<file path="config.mk">
export PLATFORM = sky130hd
export DESIGN_NAME = addr_router_flat
export DESIGN_NICKNAME = d
export VERILOG_FILES = /design/src/common/soc_pkg.sv /design/src/common/sys_bus_if.sv /design/src/hdl/addr_router.sv /design/src/flat_wrapper.sv
export SDC_FILE = /design/constraint.sdc
export NUM_CORES = 1
export LEC_CHECK = 0
export BUFFER_PORTS_ARGS = -buffer_cell sky130_fd_sc_hd__buf_2
export CORE_AREA = 4 4 115 117
export DETAILED_ROUTE_END_ITERATION = 8
export DIE_AREA = 0 0 119 121
export HOLD_SLACK_MARGIN = 0.08
export PLACE_DENSITY_LB_ADDON = 0.25
export REMOVE_ABC_BUFFERS = 1
export SETUP_SLACK_MARGIN = 0.1
export SYNTH_ARGS = -nofsm -noshare
export SYNTH_HDL_FRONTEND = slang
export SYNTH_SLANG_ARGS = --single-unit
</file>
<file path="constraint.sdc">
create_clock -name clk_mem -period 1.1 [get_ports clk_mem]
set_input_delay 0.055 -clock clk_mem [delete_from_list [all_inputs] [get_ports clk_mem]]
set_output_delay 0.055 -clock clk_mem [all_outputs]
set_load 0.1 [all_outputs]
</file>
<file path="src/mmio/bootrom.hex">
// boot ROM image, one 32-bit hex word per line
// line n is ROM word n, at I/O page 0 byte offset 4*n
00000297
02028293
30529073
00001137
80000537
00050513
00100593
00b52023
0005a603
00c50663
ffdff06f
0000006f
13579bdf
2468ace0
a5a5c3c3
0f1e2d3c

</file>
<file path="src/common/soc_pkg.sv">
// Shared bus types, address map and memory sizes for the SoC bus core.
// Addresses are byte addresses; all targets are word addressed (bits 1..0 ignored).
// Bit 31 splits main memory (0) from the I/O region (1).
// ROM_INIT_FILE is relative to the directory the simulator runs in.
package soc_pkg;

	// bus payload
	typedef logic [31:0] addr_t;
	typedef logic [31:0] data_t;

	// 0 is the processor port, 1 the loader port
	typedef logic host_id_t;

	// targets inside the I/O region
	typedef enum logic [1:0] {
		io_rom,
		io_scratch,
		io_gpio,
		io_none
	} io_sel_t;

	// switches 1..0 sit above buttons 1..0
	typedef logic [3:0] gpio_in_t;
	typedef logic [3:0] led_t;

	// page code in address bits 15..12, byte offset in bits 11..0
	typedef logic [3:0] io_page_t;
	typedef logic [11:0] io_ofs_t;

	// address map
	localparam int MMIO_BASE_BIT = 31;

	localparam io_page_t IO_PAGE_ROM = 4'd0;
	localparam io_page_t IO_PAGE_SCRATCH = 4'd1;
	localparam io_page_t IO_PAGE_GPIO = 4'd2;

	localparam io_ofs_t GPIO_OFS_IN = 12'h000;
	localparam io_ofs_t GPIO_OFS_LED = 12'h004;

	// memory sizes, in words
	localparam int MAIN_WORDS_LOG2 = 12;
	localparam int ROM_WORDS_LOG2 = 4;
	localparam int SCRATCH_WORDS_LOG2 = 8;

	localparam string ROM_INIT_FILE = "/design/src/mmio/bootrom.hex";

endpackage

</file>
<file path="src/common/sys_bus_if.sv">
// One access on the shared bus: strobe plus address and data from the master,
// read data and a one-cycle ready pulse from the slave.
// Only one of rd and we may be high in a cycle.
`timescale 1ns/1ps

interface sys_bus_if;
	import soc_pkg::*;

	addr_t a;
	data_t d;
	logic we;
	logic rd;
	data_t spo;
	logic ready;

	modport master (
		output a, d, we, rd,
		input spo, ready
	);

	modport slave (
		input a, d, we, rd,
		output spo, ready
	);

endinterface

</file>
<file path="src/hdl/addr_router.sv">
// Splits each access between main memory and the I/O region by address bit 31.
// Address and data go to both sides, the strobe only to the selected one.
// The response side is remembered for one cycle, which allows a new strobe
// in the same cycle as the previous ready.
`timescale 1ns/1ps

module addr_router (
	input logic clk_mem,
	input logic rst_n,
	sys_bus_if.slave sys,
	sys_bus_if.master mem,
	sys_bus_if.master io
);
	import soc_pkg::*;

	logic sel_io;
	logic resp_io;

	assign sel_io = sys.a[MMIO_BASE_BIT];

	assign mem.a = sys.a;
	assign mem.d = sys.d;
	assign mem.rd = sys.rd & ~sel_io;
	assign mem.we = sys.we & ~sel_io;

	assign io.a = sys.a;
	assign io.d = sys.d;
	assign io.rd = sys.rd & sel_io;
	assign io.we = sys.we & sel_io;

	// which side owns the response in the next cycle
	always_ff @(posedge clk_mem) begin
		if (!rst_n) begin
			resp_io <= 1'b0;
		end else if (sys.rd || sys.we) begin
			resp_io <= sel_io;
		end
	end

	assign sys.spo = resp_io ? io.spo : mem.spo;
	assign sys.ready = resp_io ? io.ready : mem.ready;

	a_rd_we_exclusive: assert property (
		@(posedge clk_mem) disable iff (!rst_n)
		!(sys.rd && sys.we)
	);

	// both sides never answer in the same cycle
	a_one_side_ready: assert property (
		@(posedge clk_mem) disable iff (!rst_n)
		!(mem.ready && io.ready)
	);

endmodule

</file>
<file path="src/flat_wrapper.sv">
// flat-port wrapper written by rule: the top's interface ports become plain ports
module addr_router_flat import soc_pkg::*;
  (clk_mem, rst_n, sys_a, sys_d, sys_we, sys_rd, sys_spo, sys_ready, mem_a, mem_d, mem_we, mem_rd, mem_spo, mem_ready, io_a, io_d, io_we, io_rd, io_spo, io_ready);
  sys_bus_if sys_i ();
  sys_bus_if mem_i ();
  sys_bus_if io_i ();
  input logic clk_mem;
  input logic rst_n;
  input wire logic [$bits(sys_i.a)-1:0] sys_a;
  input wire logic [$bits(sys_i.d)-1:0] sys_d;
  input wire logic [$bits(sys_i.we)-1:0] sys_we;
  input wire logic [$bits(sys_i.rd)-1:0] sys_rd;
  output wire logic [$bits(sys_i.spo)-1:0] sys_spo;
  output wire logic [$bits(sys_i.ready)-1:0] sys_ready;
  output wire logic [$bits(mem_i.a)-1:0] mem_a;
  output wire logic [$bits(mem_i.d)-1:0] mem_d;
  output wire logic [$bits(mem_i.we)-1:0] mem_we;
  output wire logic [$bits(mem_i.rd)-1:0] mem_rd;
  input wire logic [$bits(mem_i.spo)-1:0] mem_spo;
  input wire logic [$bits(mem_i.ready)-1:0] mem_ready;
  output wire logic [$bits(io_i.a)-1:0] io_a;
  output wire logic [$bits(io_i.d)-1:0] io_d;
  output wire logic [$bits(io_i.we)-1:0] io_we;
  output wire logic [$bits(io_i.rd)-1:0] io_rd;
  input wire logic [$bits(io_i.spo)-1:0] io_spo;
  input wire logic [$bits(io_i.ready)-1:0] io_ready;
  assign sys_i.a = sys_a;
  assign sys_i.d = sys_d;
  assign sys_i.we = sys_we;
  assign sys_i.rd = sys_rd;
  assign sys_spo = sys_i.spo;
  assign sys_ready = sys_i.ready;
  assign mem_a = mem_i.a;
  assign mem_d = mem_i.d;
  assign mem_we = mem_i.we;
  assign mem_rd = mem_i.rd;
  assign mem_i.spo = mem_spo;
  assign mem_i.ready = mem_ready;
  assign io_a = io_i.a;
  assign io_d = io_i.d;
  assign io_we = io_i.we;
  assign io_rd = io_i.rd;
  assign io_i.spo = io_spo;
  assign io_i.ready = io_ready;
  addr_router u_core (.clk_mem(clk_mem), .rst_n(rst_n), .sys(sys_i), .mem(mem_i), .io(io_i));
endmodule
</file>
==> metrics.cfg <==
[status]
status=finished with violations
violations=negative setup slack

[global_route]
grtUsageTotal=0.196
antenna_found_initial=0
grt_max_degree=12
grt_pass1_vias=1230
overflow=0
grt_first_pass_wirelength_um=17700

[floorplan]
dieHeight_um=121
core-area_mm2=0.0124
rows=41
dieArea_mm2=0.0144
fp.dieW_um=119
start_util=0.128
num_io_pins=299

[flow_run]
drv_cap=0

[setup_path]
cp_cell_sequence=buf_12 -> buf_12 -> mux2_4 -> buf_12
worstSetupStartpointType=register
critPathMaxFanout=6
worstPathRequired_ns=1.04
cpMostUsedCell=buf_12
cp_slowest_cell=dfxtp_4
slowest_delay_ns=0.34
worst-setup-path-type=reg -> out
critPathCaptureType=primary output
worstPathArrival_ns=1.12

[logic_synthesis]
yosysTopAreaCellShare=0.608
ys_ff_latch=1
synth_area_leader_cell=buf_4
synth_area_mm2=0.00158
synth_seq_area_share=0.0127
avgSynthCellArea_um2=9.14
synth.distinct_cells=11
synthTopCellsByArea=buf_4, mux2_4, buf_12
synthCells=173
ys_warn_count=0

[timing]
finClkSkew_ns=0
slew_headroom=0.680
min_period_ns=1.18
hold_viol_final=0
setup_slack_ns=-0.0783
fmax_mhz=849
worstMarginPinSlew_ns=0.484
rsz0062_at_grt=true
finalSetupViolCount=30
slew_violations=0
fin_crit_sh=1.07

[drt]
met1Wirelength_um=3730
antenna_left=0
vias=1167
top_layer=met5
drtPass1Iterations=4
drc=0
wl_met3_um=4240
via_per_inst=3.44
drtIter0Drc=55
wl_met2_um=6420
post_drt_wl_per_cell_um=44.3
finalWirelength_um=15000

[final_layout]
reg.largest.list=u_core.resp_io (1)
largest_reg_flops=1
fin_nets=303
area_growth_pct=32.1
stdcell_count=339
num_antenna_cells=0
postLayoutCoreUtil=0.169
drive_gt1_frac=0.964
top_register=u_core.resp_io

[clocking]
cts_hold_buffers=0
clkTransAtPathRegs_ns=0
clock_latency_ns=0

[placement]
portBuffers=109
hpwl_um=13900
place_inst=332
gp_congestion=0.799

[power]
power.net_switching_mw=1.12
p_leak_nw=0.996
p_per_area_mw_per_mm2=913
combPwrFrac=0.977
pwr-share-clk=0
p_seq_frac=0.023
switching_share=0.590
internal-power_mw=0.783
ir_drop_v=0.000377

[worst_hold_path]
hold_class=in -> out

## worst max-delay path, delay by kind of cell, from the launching register on
family / cells / cell delay [ns]
buffers and inverters: 3 / 0.45
flip-flops: 1 / 0.34
multiplexers: 1 / 0.33
## layout by cell type (no fill, tap or decap), types with 2 or more instances in the layout
| master | synthesis | routed |
|---|---|---|
| mux2_4 | 29 | 30 |
| buf_12 | 3 | 41 |
| buf_4 | 128 | 7 |
| mux2_2 | 4 | 3 |
| and2_1 | 2 | 2 |
| nor2b_1 | 2 | 2 |
| buf_6 | 1 | 5 |
| buf_2 | 0 | 72 |
## timing repair
| item | CTS | global route |
|---|---|---|
| hold endpoints to repair | 0 | 0 |
| cloned | 1 | 0 |
| setup endpoints to repair | 33 | 33 |
| gates resized for setup | 33 | 5 |
| buffers inserted | 3 | 3 |
## kinds of logic after synthesis
group	Yosys count	share of synthesized area
mux	33	0.304
simple gates	5	0.0182
compound gates	2	0.0127
buf+inv	132	0.653
flops	1	0.0127
## worst paths after layout
kind | start | to | slack (ns) | depth (start not counted)
setup / recovery | u_core.resp_io$_SDFFE_PN0P_ | sys_spo[22] | -0.08 | 4
hold / removal | sys_d[11] | mem_d[11] | 0.11 | 0
setup reg to reg | u_core.resp_io$_SDFFE_PN0P_ | u_core.resp_io$_SDFFE_PN0P_ | 0.19 | 4
hold reg to reg | u_core.resp_io$_SDFFE_PN0P_ | u_core.resp_io$_SDFFE_PN0P_ | 0.78 | 4
## cells in the mapped netlist
master / n
buf_4: 128
mux2_4: 29
mux2_2: 4
buf_12: 3
and2_1: 2
nor2b_1: 2
buf_6: 1
dfxtp_1: 1
nand2_1: 1
o211ai_1: 1
o31ai_2: 1
## metrics by stage
step                      area, um^2  worst slack [ns]  setup TNS, ns  total power [mW]  hold slack, ns
after CTS                       2050           -0.0836          -1.82              1.90           0.113
after global placement          1880            -0.111          -2.50              1.79           0.113
after detailed placement        1880            -0.127          -2.83              1.78           0.113
final                           2090           -0.0783          -1.63              1.91           0.111
after global routing            2090            -0.103          -2.45              1.96           0.111
after floorplan                  549             -1.05         -31.24              1.09           0.110
## per-layer routing
layer  global-route usage  vias up
li1                     -      414
met1                0.148      483
met2                0.294      250
met3                0.255       16
met4               0.0558        4
met5               0.0551        -
## power by group through the flow
stage	Clock, mW	Combinational (mW)	Sequential (mW)
global route	0	1.92	0.0440
CTS	0	1.85	0.0434
detailed placement	0	1.73	0.0441
floorplan	0	1.02	0.0701
finish	0	1.86	0.0432
global placement	0	1.74	0.0438
## area by class of cell
cell class	instances	area, um^2
fillers	1396	10300
repair buffers	126	1320
multi-input cells	40	533
well taps	172	215
flip-flops and latches	1	23.8
(Power assumes the default switching activity.)
