`src/mmio/bootrom.hex`:
```
// boot ROM image, one 32-bit hex word per line
// line n is ROM word n, at I/O page 0 byte offset 4*n
00000297
02028293
30529073
00001137
80000537
00050513
00100593
00b52023
0005a603
00c50663
ffdff06f
0000006f
13579bdf
2468ace0
a5a5c3c3
0f1e2d3c

```
`src/common/soc_pkg.sv`:
```
// Shared bus types, address map and memory sizes for the SoC bus core.
// Addresses are byte addresses; all targets are word addressed (bits 1..0 ignored).
// Bit 31 splits main memory (0) from the I/O region (1).
// ROM_INIT_FILE is relative to the directory the simulator runs in.
package soc_pkg;

	// bus payload
	typedef logic [31:0] addr_t;
	typedef logic [31:0] data_t;

	// 0 is the processor port, 1 the loader port
	typedef logic host_id_t;

	// targets inside the I/O region
	typedef enum logic [1:0] {
		io_rom,
		io_scratch,
		io_gpio,
		io_none
	} io_sel_t;

	// switches 1..0 sit above buttons 1..0
	typedef logic [3:0] gpio_in_t;
	typedef logic [3:0] led_t;

	// page code in address bits 15..12, byte offset in bits 11..0
	typedef logic [3:0] io_page_t;
	typedef logic [11:0] io_ofs_t;

	// address map
	localparam int MMIO_BASE_BIT = 31;

	localparam io_page_t IO_PAGE_ROM = 4'd0;
	localparam io_page_t IO_PAGE_SCRATCH = 4'd1;
	localparam io_page_t IO_PAGE_GPIO = 4'd2;

	localparam io_ofs_t GPIO_OFS_IN = 12'h000;
	localparam io_ofs_t GPIO_OFS_LED = 12'h004;

	// memory sizes, in words
	localparam int MAIN_WORDS_LOG2 = 12;
	localparam int ROM_WORDS_LOG2 = 4;
	localparam int SCRATCH_WORDS_LOG2 = 8;

	localparam string ROM_INIT_FILE = "/design/src/mmio/bootrom.hex";

endpackage

```
`src/common/sys_bus_if.sv`:
```
// One access on the shared bus: strobe plus address and data from the master,
// read data and a one-cycle ready pulse from the slave.
// Only one of rd and we may be high in a cycle.
`timescale 1ns/1ps

interface sys_bus_if;
	import soc_pkg::*;

	addr_t a;
	data_t d;
	logic we;
	logic rd;
	data_t spo;
	logic ready;

	modport master (
		output a, d, we, rd,
		input spo, ready
	);

	modport slave (
		input a, d, we, rd,
		output spo, ready
	);

endinterface

```
`src/hdl/bus_arbiter.sv`:
```
// Fixed-priority arbiter for two bus hosts, host 0 wins a tie.
// A grant lasts until its req falls; strobes of a host without grant are dropped.
// Read data is shared by both hosts, ready goes to the host that issued the strobe.
`timescale 1ns/1ps

module bus_arbiter (
	input logic clk_mem,
	input logic rst_n,
	input logic [1:0] req,
	output logic [1:0] gnt,
	input soc_pkg::addr_t [1:0] host_a,
	input soc_pkg::data_t [1:0] host_d,
	input logic [1:0] host_we,
	input logic [1:0] host_rd,
	output soc_pkg::data_t host_spo,
	output logic [1:0] host_ready,
	sys_bus_if.master sys
);
	import soc_pkg::*;

	logic busy;
	host_id_t owner;
	host_id_t resp_owner;
	logic strobe;

	// grant bookkeeping, one flop per host
	always_ff @(posedge clk_mem) begin
		if (!rst_n) begin
			gnt <= 2'b00;
		end else if (!busy) begin
			if (req[0]) begin
				gnt <= 2'b01;
			end else if (req[1]) begin
				gnt <= 2'b10;
			end
		end else if (!req[owner]) begin
			// released, the other host can win on the next edge
			gnt <= 2'b00;
		end
	end

	assign busy = |gnt;
	assign owner = gnt[1];

	// forward the owner's access only
	assign sys.a = host_a[owner];
	assign sys.d = host_d[owner];
	assign sys.rd = busy & host_rd[owner];
	assign sys.we = busy & host_we[owner];

	assign strobe = sys.rd | sys.we;

	// grant may change under an access in flight
	always_ff @(posedge clk_mem) begin
		if (strobe) begin
			resp_owner <= owner;
		end
	end

	assign host_spo = sys.spo;
	assign host_ready = sys.ready ? (resp_owner ? 2'b10 : 2'b01) : 2'b00;

	a_single_grant: assert property (
		@(posedge clk_mem) disable iff (!rst_n)
		!(gnt[0] && gnt[1])
	);

	// every target below answers in exactly one cycle
	a_ready_latency: assert property (
		@(posedge clk_mem) disable iff (!rst_n)
		strobe |=> sys.ready
	);

	a_no_stray_ready: assert property (
		@(posedge clk_mem) disable iff (!rst_n)
		!strobe |=> !sys.ready
	);

endmodule

```
`src/flat_wrapper.sv`:
```
// flat-port wrapper written by rule: the top's interface ports become plain ports
module bus_arbiter_flat import soc_pkg::*;
  (clk_mem, rst_n, req, gnt, host_a, host_d, host_we, host_rd, host_spo, host_ready, sys_a, sys_d, sys_we, sys_rd, sys_spo, sys_ready);
  sys_bus_if sys_i ();
  input logic clk_mem;
  input logic rst_n;
  input logic [1:0] req;
  output logic [1:0] gnt;
  input soc_pkg::addr_t [1:0] host_a;
  input soc_pkg::data_t [1:0] host_d;
  input logic [1:0] host_we;
  input logic [1:0] host_rd;
  output soc_pkg::data_t host_spo;
  output logic [1:0] host_ready;
  output wire logic [$bits(sys_i.a)-1:0] sys_a;
  output wire logic [$bits(sys_i.d)-1:0] sys_d;
  output wire logic [$bits(sys_i.we)-1:0] sys_we;
  output wire logic [$bits(sys_i.rd)-1:0] sys_rd;
  input wire logic [$bits(sys_i.spo)-1:0] sys_spo;
  input wire logic [$bits(sys_i.ready)-1:0] sys_ready;
  assign sys_a = sys_i.a;
  assign sys_d = sys_i.d;
  assign sys_we = sys_i.we;
  assign sys_rd = sys_i.rd;
  assign sys_i.spo = sys_spo;
  assign sys_i.ready = sys_ready;
  bus_arbiter u_core (.clk_mem(clk_mem), .rst_n(rst_n), .req(req), .gnt(gnt), .host_a(host_a), .host_d(host_d), .host_we(host_we), .host_rd(host_rd), .host_spo(host_spo), .host_ready(host_ready), .sys(sys_i));
endmodule
```
`config.mk`:
```
export PLATFORM = sky130hd
export DESIGN_NAME = bus_arbiter_flat
export DESIGN_NICKNAME = d
export VERILOG_FILES = /design/src/common/soc_pkg.sv /design/src/common/sys_bus_if.sv /design/src/hdl/bus_arbiter.sv /design/src/flat_wrapper.sv
export SDC_FILE = /design/constraint.sdc
export NUM_CORES = 1
export LEC_CHECK = 0
export ABC_AREA = 1
export BUFFER_PORTS_ARGS = -buffer_cell sky130_fd_sc_hd__buf_2
export CAP_MARGIN = 20
export CORE_AREA = 2 2 105 107
export CTS_BUF_LIST = sky130_fd_sc_hd__clkbuf_2
export DETAILED_ROUTE_END_ITERATION = 8
export DIE_AREA = 0 0 107 109
export GPL_ROUTABILITY_DRIVEN = 1
export MAX_ROUTING_LAYER = met4
export PLACE_DENSITY = 0.5
export SETUP_SLACK_MARGIN = 0.3
export SLEW_MARGIN = 20
export SYNTH_ARGS = -nofsm -noshare
export SYNTH_HDL_FRONTEND = slang
export SYNTH_SLANG_ARGS = --single-unit
export TNS_END_PERCENT = 50
```
`constraint.sdc`:
```
create_clock -name clk_mem -period 3.2 [get_ports clk_mem]
set_input_delay 0.16 -clock clk_mem [delete_from_list [all_inputs] [get_ports clk_mem]]
set_output_delay 0.16 -clock clk_mem [all_outputs]
set_load 0.02 [all_outputs]
```
==> results.json, run 1 <==
{
  "synth.cell_area_sq_mm": 0.00124,
  "clock_latency_ps": 200,
  "die_w_um": 107,
  "worst_slew_pin_slew_ps": 871,
  "htree_levels": 1,
  "dieArea_sq_mm": 0.0117,
  "cp.arrival_ps": 1780,
  "drtPass1Iterations": 4,
  "clock_skew_ps": 0.888,
  "critPathMaxStageDelay_ps": 660,
  "final_hold_viol_count": 0,
  "synthCells": 270,
  "max-vdd-ir-drop_v": 0.0000865,
  "detail-route-antenna-nets": 0,
  "setup-violations-final": 0,
  "maxSlewHeadroom": 0.418,
  "crit_required_ps": 3040,
  "worstPathCellList": "clkinv_2 -> nand2_1 -> nand2_1 -> inv_1 -> buf_2",
  "grt_first_pass_wirelength_mm": 7.20,
  "synth_area_per_cell_sq_um": 4.60,
  "ys_top_cells_by_count": "nand2_1, buf_4, buf_2",
  "end_kind": "output pin",
  "grt_antenna_before_repair": 1,
  "synth.most_common_cell": "nand2_1",
  "num_vias": 2050,
  "yosysWarningCount": 0,
  "fin_hold_ws_ps": 222,
  "fin_tns_setup_ps": 0,
  "fmax_ghz": 0.515,
  "cts_tree": "built",
  "post-cts-setup-buffers": 0,
  "synth-edff-count": 1,
  "status": "completed",
  "routed_wl_mm": 5.14,
  "ff2ff_setup_slack_ps": 1460,
  "drc": 0,
  "rsz0062_at_grt": "no",
  "critPathTopFamily": "buffers and inverters",
  "final_nets": 604,
  "wl_per_cell_um": 8.94,
  "synth_top_cell_area_share": 0.620,
  "track_usage": 0.0793,
  "grt_max_degree": 71,
  "grt_pass1_vias": 1661,
  "io_pins": 271,
  "reg2reg_from": "u_core.gnt[1]$_SDFFE_PN0P_",
  "cap_violations": 0,
  "avgViaCountPerCell": 3.57,
  "leakage_nw": 1.52,
  "dpl.hpwl_mm": 4.17,
  "cts.sinks": 3,
  "cts_buffers": 3,
  "cp_slowest_cell": "clkinv_2",
  "synth.top_cells.by_area": "nand2_1, buf_4, buf_2",
  "overflow": 0,
  "clk_path_buf_depth": 2,
  "synth-async-reset-ratio": 0,
  "ys_ff_latch": 3,
  "path_buf_inv": 3,
  "drtIter0Drc": 90,
  "reg2reg_depth": 4,
  "cts.reportedPaths.clkPinSlew_ps": 40,
  "timing.rr.end": "u_core.resp_owner$_DFFE_PP_",
  "seq_area_frac_synth": 0.0565,
  "drive_gt1_frac": 0.491,
  "fin_crit_ps": 1940,
  "post-synth-top-area-cell": "nand2_1",
  "start_util": 0.117,
  "yosys.cell_types.count": 11,
  "die_y_um": 109,
  "gp_congestion": 0.695,
  "min_period_over_period": 0.607,
  "holdPathEnd": "u_core.gnt[0]$_SDFFE_PN0P_",
  "path_common_cell": "nand2_1",
  "coreArea_sq_mm": 0.0106,
  "port_buffers": 206,
  "cts_hold_buf": 0,
  "power_density_mw_per_mm2": 202,
  "start_kind": "flop",
  "fill_cells": 1219,
  "maxSlewViolCount": 0,
  "root_buffer": "clkbuf_2",
  "min_from": "rst_n",
  "areaGrowthSynthToFinish_pct": 72.2,
  "whs_path_depth": 3,
  "path_class": "reg -> out",
  "placement_rows": 38,
  "worstPathMaxFanout": 68,
  "syn_nets": 439,
  "hold_class": "in -> reg",
  "synth-main-ff-cell": "dfxtp_1",
  "finalPower_mw": 0.432,
  "cts_resized": 0
}
==> final cells by class <==
class	instances	area, sq um	area share
inverter	9	35.0	0.0164
clock buffer	4	20.0	0.00937
multi-input combinational	211	795	0.372
timing repair buffer	207	1040	0.486
sequential	3	71.3	0.0334
tap	140	175	0.0820
antenna	1	2.50	0.00117
==> layout by cell type, fill, tap and decap left out, drive strengths merged <==
cell type | netlist | routed
clkinv | 0 | 1
nor2 | 4 | 4
edfxtp | 1 | 1
dfxtp | 2 | 2
nand2 | 205 | 205
diode | 0 | 1
inv | 9 | 8
buf | 47 | 207
a21oi | 1 | 1
clkbuf | 0 | 4
o21ai | 1 | 1
==> how the worst max path moves through the flow <==
stage,start,to,slack (ps),cells after the start
6_report,u_core.gnt[1]$_SDFFE_PN0P_,sys_rd,1260,5
4_1_cts,u_core.gnt[1]$_SDFFE_PN0P_,sys_a[17],1290,4
5_1_grt,u_core.gnt[1]$_SDFFE_PN0P_,sys_we,1030,5
2_1_floorplan,u_core.gnt[1]$_SDFFE_PN0P_,sys_a[10],1930,5
3_3_place_gp,u_core.gnt[1]$_SDFFE_PN0P_,sys_rd,1520,5
3_5_place_dp,u_core.gnt[1]$_SDFFE_PN0P_,sys_a[17],1490,4
==> routing by layer <==
layer / global-route usage / share of wire
met1: 0.0737 / 0.36
met2: 0.150 / 0.51
met3: 0.0203 / 0.11
met4: 0.0417 / 0.028
met5: - / 0
==> power breakdown <==
part           switching (mW)  internal [mW]  leakage (nW)  total, mW
Combinational           0.199          0.136          1.47      0.336
Clock                  0.0178         0.0329        0.0166     0.0507
Sequential            0.00279         0.0430        0.0267     0.0458
Total                   0.220          0.212          1.52      0.432
==> cells by family after synthesis <==
logic type	after synthesis	share of synthesized area
compound gates	2	0.00806
buf+inv	56	0.303
simple gates	209	0.632
flops	3	0.0565
==> registers in the layout, summed over array words and instances (netlist names) <==
name               count
u_core.resp_owner      1
u_core.gnt             2
==> stage by stage <==
stage                     utilization  setup WS (ps)  area (sq um)  std cells
after floorplan                     -           1930          1240        270
after global placement          0.199           1520          2110        570
after detailed placement        0.199           1490          2110        570
after CTS                       0.201           1290          2130        574
after global routing            0.202           1030          2140        575
final                           0.202           1260          2140        575
==> worst min-delay path, delay by kind of cell <==
kind / cells / cell delay (ps)
buf+inv: 1 / 100
compound gates: 1 / 70
simple gates: 1 / 40
Note: power is estimated with default switching activity, not from simulation.
==> run 2: changes to the inputs <==
Settings changed: CORE_AREA 2 2 105 107 to 2 2 106 108, DIE_AREA 0 0 107 109 to 0 0 108 110.
Clock period 3.2 ns to 1.9 ns, I/O delays scaled along.
==> run 2 against run 1 <==
  * Combinational power is 69% higher
  * Critical path type unchanged
  * Clock skew is 3.2 ps higher
  * Clock-buffer cell count stayed put
  * Non-clock buffer count is 3 higher
  * First-iteration DRC count is 43% lower
  * Hold slack worse by 79 ps
  * Sequential cell count stayed put
==> results.json, run 2 (same netlist as run 1, synthesis figures left out) <==
{
  "status": "completed",
  "holdPathEnd": "u_core.gnt[0]$_SDFFE_PN0P_",
  "cts.sinks": 3,
  "path_common_cell": "nand2_1",
  "hold_class": "in -> reg",
  "leakage_nw": 1.53,
  "largest_reg_flops": 2,
  "crit_required_ps": 1800,
  "cts_hold_buf": 0,
  "cap_violations": 0,
  "placement_rows": 38,
  "n_antenna_cell": 0,
  "fmax_ghz": 0.725,
  "wl_per_cell_um": 8.96,
  "timing.rr.end": "u_core.resp_owner$_DFFE_PP_",
  "worstPathCellList": "inv_2 -> buf_4 -> nand2_1 -> nand2_1 -> buf_2",
  "critPathMaxStageDelay_ps": 350,
  "end_kind": "output pin",
  "switchingPower_mw": 0.376,
  "avgViaCountPerCell": 3.53,
  "reg2reg_depth": 5,
  "cp.depth": 5,
  "overflow": 0,
  "clock_latency_ps": 200,
  "grt_max_degree": 44,
  "whs_path_depth": 3,
  "rsz0062_at_grt": "no",
  "root_buffer": "clkbuf_2",
  "path_class": "reg -> out",
  "ff2ff_setup_slack_ps": 800,
  "track_usage": 0.0731,
  "die_w_um": 108,
  "reg2reg_from": "u_core.gnt[1]$_SDFFE_PN0P_",
  "num_vias": 2038,
  "pwr-share-seq": 0.104,
  "areaGrowthSynthToFinish_pct": 73.7,
  "cts_tree": "built",
  "post-cts-setup-buffers": 0,
  "switching_share": 0.511,
  "cp_slowest_cell": "buf_4",
  "clock_skew_ps": 4.10,
  "grt_antenna_before_repair": 0,
  "path_buf_inv": 3,
  "power_density_mw_per_mm2": 341,
  "cp.arrival_ps": 1280,
  "worstPathMaxFanout": 42,
  "max-vdd-ir-drop_v": 0.000133,
  "drtIter0Drc": 51,
  "drtPass1Iterations": 4,
  "p_int_mw": 0.359,
  "final_hold_viol_count": 0,
  "reg.largest.list": "u_core.gnt x2, u_core.resp_owner x1",
  "cts.reportedPaths.clkPinSlew_ps": 50,
  "min_from": "rst_n",
  "clk_path_buf_depth": 2,
  "routed_wl_mm": 5.17,
  "htree_levels": 1,
  "final_nets": 607,
  "mostFrequentLayoutCell": "buf_2",
  "p_clk_frac": 0.122,
  "grt_first_pass_wirelength_mm": 7.03,
  "finalPower_mw": 0.735,
  "fin_tns_setup_ps": 0,
  "cts_buffers": 3,
  "dpl.hpwl_mm": 4.44,
  "io_pins": 271,
  "setup-violations-final": 0,
  "detail-route-antenna-nets": 0,
  "grt_pass1_vias": 1694,
  "min_period_over_period": 0.726,
  "layout_common_cells": "buf_2, nand2_1, inv_1",
  "critPathTopFamily": "buffers and inverters",
  "cts_resized": 0,
  "combPwrFrac": 0.774,
  "port_buffers": 206,
  "die_y_um": 110,
  "start_util": 0.116,
  "coreArea_sq_mm": 0.0107,
  "start_kind": "flop",
  "top_register": "u_core.gnt",
  "maxSlewViolCount": 0,
  "drc": 0,
  "gp_congestion": 0.672,
  "maxSlewHeadroom": 0.730,
  "worst_slew_pin_slew_ps": 405,
  "dieArea_sq_mm": 0.0119,
  "drive_gt1_frac": 0.494,
  "fin_crit_ps": 1380
}
## run 2: changes by cell type in the layout (fill, tap and decap cells not counted)
cell / delta
buf_4: +3
clkinv_2: -1
inv_2: +1
diode_2: -1
## run 2: worst max path at each step
stage                                             end  slack [ps]                       start
after global routing                         sys_a[6]         380  u_core.gnt[1]$_SDFFE_PN0P_
after global placement                       sys_a[6]         760  u_core.gnt[1]$_SDFFE_PN0P_
after floorplan           u_core.resp_owner$_DFFE_PP_         660  u_core.gnt[1]$_SDFFE_PN0P_
after detailed placement                    sys_d[10]         730  u_core.gnt[1]$_SDFFE_PN0P_
after CTS                                   sys_d[10]         480  u_core.gnt[1]$_SDFFE_PN0P_
final                                       sys_d[10]         520  u_core.gnt[1]$_SDFFE_PN0P_
## run 2: worst reg2reg max path: stages, from the launching register on
cell and delay, ps:
dfxtp_2 340, inv_2 40, buf_4 200, nand2_1 100, nand2_1 70, nand2_1 80
## run 2: power groups by stage
| stage | Clock (mW) | Sequential [mW] | Combinational (mW) |
|---|---|---|---|
| global route | 0.101 | 0.0773 | 0.623 |
| detailed placement | 0 | 0.0780 | 0.572 |
| finish | 0.0896 | 0.0766 | 0.569 |
| global placement | 0 | 0.0775 | 0.568 |
| CTS | 0.0960 | 0.0769 | 0.574 |
| floorplan | 0 | 0.0792 | 0.406 |
## run 2: area by class of cell
class                           count  area, sq um
Fill cell                        1244         8540
Timing Repair Buffer              210         1060
Multi-Input combinational cell    211          795
Tap cell                          140          175
Sequential cell                     3         71.3
Inverter                            9         33.8
Clock buffer                        4         20.0
## run 2: metrics by stage
step                cells  setup WS [ps]  area, sq um  utilization  hold slack (ps)
floorplan             270            660         1240            -              231
global placement      573            756         2140        0.200              190
detailed placement    573            728         2140        0.200              190
CTS                   577            482         2160        0.202              126
global route          577            375         2160        0.202              152
finish                577            520         2160        0.202              143
## run 2: metal layers
layer	up-vias	global-route usage	wire (um)
li1	1094	-	-
met1	837	0.0776	1920
met5	-	-	0
met3	10	0.00235	318
met2	97	0.143	2860
met4	0	0.0284	80
==> run 3: changes to the inputs <==
Settings changed: ABC_AREA 1 to 0, PLACE_DENSITY 0.5 to 0.52.
Clock period 1.9 ns to 1.4 ns, I/O delays scaled along.
==> run 3 against run 2 <==
  * The run now ends with negative setup slack left
  * Cell area rose by 29%
  * Synthesized area rose by 20%
  * Register-to-register slack got worse by 500 ps
  * Clock-buffer cell count did not move
  * Routed wire length rose by 2.3%
  * Die area did not move
  * Final cell count fell by 24%
  * Sequential power rose by 34%
  * Utilization rose by 5.9 points
  * Synthesized cell count fell by 56%
  * Hold slack got worse by 42 ps
  * Critical endpoint is now sys_d[31]
  * Largest cell class unchanged
==> results.json, run 3 <==
{
  "status": "finished with violations",
  "failed_checks": "negative setup slack",
  "end_kind": "output pin",
  "synth.most_common_cell": "mux2_4",
  "root_buffer": "clkbuf_2",
  "wl_per_cell_um": 12.1,
  "cts.sinks": 3,
  "grt_antenna_before_repair": 0,
  "yosysWarningCount": 0,
  "largest_reg_flops": 2,
  "worst_slew_pin_slew_ps": 206,
  "drtPass1Iterations": 4,
  "post-synth-top-area-cell": "mux2_4",
  "grt_pass1_vias": 1467,
  "ff2ff_setup_slack_ps": 300,
  "whs_path_depth": 3,
  "switchingPower_mw": 0.482,
  "cap_violations": 0,
  "switching_share": 0.384,
  "reg.largest.list": "u_core.gnt x2, u_core.resp_owner x1",
  "final_hold_viol_count": 0,
  "clk_path_buf_depth": 2,
  "pwr-share-seq": 0.082,
  "port_buffers": 206,
  "layout_common_cells": "buf_2, mux2_4, buf_6",
  "worst_slack_ps": -32.1,
  "cts.reportedPaths.clkPinSlew_ps": 40,
  "num_vias": 1570,
  "io_pins": 271,
  "track_usage": 0.0704,
  "dp.cells": 429,
  "crit_required_ps": 1330,
  "syn_nets": 289,
  "dieArea_sq_mm": 0.0119,
  "synth-edff-count": 1,
  "p_int_mw": 0.774,
  "ys_ff_latch": 3,
  "fmax_ghz": 0.698,
  "gp_congestion": 0.679,
  "htree_levels": 1,
  "power_density_mw_per_mm2": 450,
  "die_w_um": 108,
  "detail-route-antenna-nets": 0,
  "reg2reg_from": "u_core.gnt[1]$_SDFFE_PN0P_",
  "finalNonFillerCells": 437,
  "avgViaCountPerCell": 3.59,
  "top_register": "u_core.gnt",
  "p_clk_frac": 0.099,
  "holdPathEnd": "u_core.gnt[0]$_SDFFE_PN0P_",
  "leakage_nw": 1.52,
  "routed_wl_mm": 5.29,
  "clock_skew_ps": 0.722,
  "coreArea_sq_mm": 0.0107,
  "min_period_over_period": 1.02,
  "seq_area_frac_synth": 0.0469,
  "drtIter0Drc": 28,
  "rsz0062_at_grt": "yes",
  "hold_class": "in -> reg",
  "max-vdd-ir-drop_v": 0.000350,
  "maxSlewViolCount": 0,
  "startpoint": "u_core.gnt[1]$_SDFFE_PN0P_",
  "synth.top_cells.by_area": "mux2_4, buf_4, buf_12",
  "cts_tree": "built",
  "n_antenna_cell": 0,
  "combPwrFrac": 0.819,
  "drc": 0,
  "synth_area_per_cell_sq_um": 12.4,
  "final_nets": 467,
  "maxSlewHeadroom": 0.863,
  "timing.rr.end": "u_core.resp_owner$_DFFE_PP_",
  "yosys.cell_types.count": 17,
  "drive_gt1_frac": 0.953,
  "mostFrequentLayoutCell": "buf_2",
  "min_from": "req[0]",
  "dpl.hpwl_mm": 4.23,
  "fin_crit_ps": 1430,
  "fin_tns_setup_ps": -241,
  "synthCells": 120,
  "areaGrowthSynthToFinish_pct": 86.9,
  "synth_top_cell_area_share": 0.634,
  "cp.arrival_ps": 1360,
  "placement_rows": 38,
  "start_util": 0.140,
  "start_kind": "flop",
  "reg2reg_depth": 3,
  "finalPower_mw": 1.26,
  "grt_max_degree": 27,
  "overflow": 0,
  "clock_latency_ps": 210,
  "fill_cells": 1127,
  "cts_buffers": 3,
  "synth-async-reset-ratio": 0,
  "synth-main-ff-cell": "dfxtp_1",
  "worstPathMaxFanout": 9,
  "grt_first_pass_wirelength_mm": 6.52,
  "die_y_um": 110,
  "path_class": "reg -> out",
  "synth.cell_area_sq_mm": 0.00149,
  "setup-violations-final": 12,
  "ys_top_cells_by_count": "mux2_4, buf_4, buf_12",
  "fin_util": 0.261
}
run 3: changes by cell type after synthesis, sizes merged, moves of 2 or more:
cell / delta
nor2: -3
nor2b: +2
buf: -7
mux2: +64
o21ai: +2
inv: -9
a22o: +2
nand2: -204
run 3: timing repair:
| item | CTS | global route |
|---|---|---|
| gates resized for setup | 53 | 54 |
| pin swaps | 0 | 0 |
| gates cloned | 2 | 0 |
| setup buffers | 2 | 0 |
| hold buffers | 0 | 0 |
| setup endpoints to repair | 66 | 69 |
run 3: cell type report:
class                           count  area, sq um  share of cell area
Timing Repair Buffer              213         1480               0.529
Tap cell                          140          175              0.0628
Multi-Input combinational cell     77         1050               0.375
Clock buffer                        4         20.0             0.00717
Sequential cell                     3         73.8              0.0265
run 3: worst max-delay path by stage:
stage,slack (ps),cells past startpoint,endpoint
2_1_floorplan,300,4,u_core.resp_owner$_DFFE_PP_
3_3_place_gp,190,3,sys_a[28]
3_5_place_dp,170,3,sys_a[28]
4_1_cts,-60,4,sys_a[10]
5_1_grt,-100,4,sys_a[17]
6_report,-30,4,sys_d[31]
run 3: layer usage:
| metal | wire length (um) | GRT usage | vias to the layer above |
|---|---|---|---|
| li1 | - | - | 751 |
| met1 | 1660 | 0.0680 | 708 |
| met5 | 0 | - | - |
| met4 | 13 | 0.0110 | 0 |
| met2 | 3010 | 0.142 | 105 |
| met3 | 603 | 0.0182 | 6 |
run 3: logic make-up (layout without fill, tap and decap cells):
| logic type | after synthesis | after routing | share of synthesized area |
|---|---|---|---|
| AND/OR/NAND/NOR | 7 | 7 | 0.0268 |
| buffers and inverters | 40 | 217 | 0.256 |
| flip-flops | 3 | 3 | 0.0469 |
| multiplexers | 64 | 64 | 0.641 |
| AO/OA/AOI/OAI | 6 | 6 | 0.0285 |
run 3: power by group through the flow:
| stage | Combinational, mW | Clock [mW] | Sequential, mW |
|---|---|---|---|
| after global placement | 0.840 | 0 | 0.102 |
| after detailed placement | 0.852 | 0 | 0.103 |
| after floorplan | 0.668 | 0 | 0.104 |
| final | 1.03 | 0.125 | 0.103 |
| after global routing | 1.09 | 0.146 | 0.104 |
| after CTS | 0.954 | 0.133 | 0.103 |
run 3: stage by stage:
step | hold slack (ps) | instance area [sq um] | setup slack (ps)
2_1_floorplan | 193 | 1510 | 301
3_3_place_gp | 140 | 2370 | 192
3_5_place_dp | 140 | 2370 | 169
4_1_cts | 89.4 | 2620 | -56.8
5_1_grt | 84.7 | 2790 | -104
6_report | 101 | 2790 | -32.1
run 3: worst max-delay path, stage by stage (launching register included):
cell	delay, ps
dfxtp_4	400
buf_4	150
buf_16	130
mux2_4	300
buf_2	160
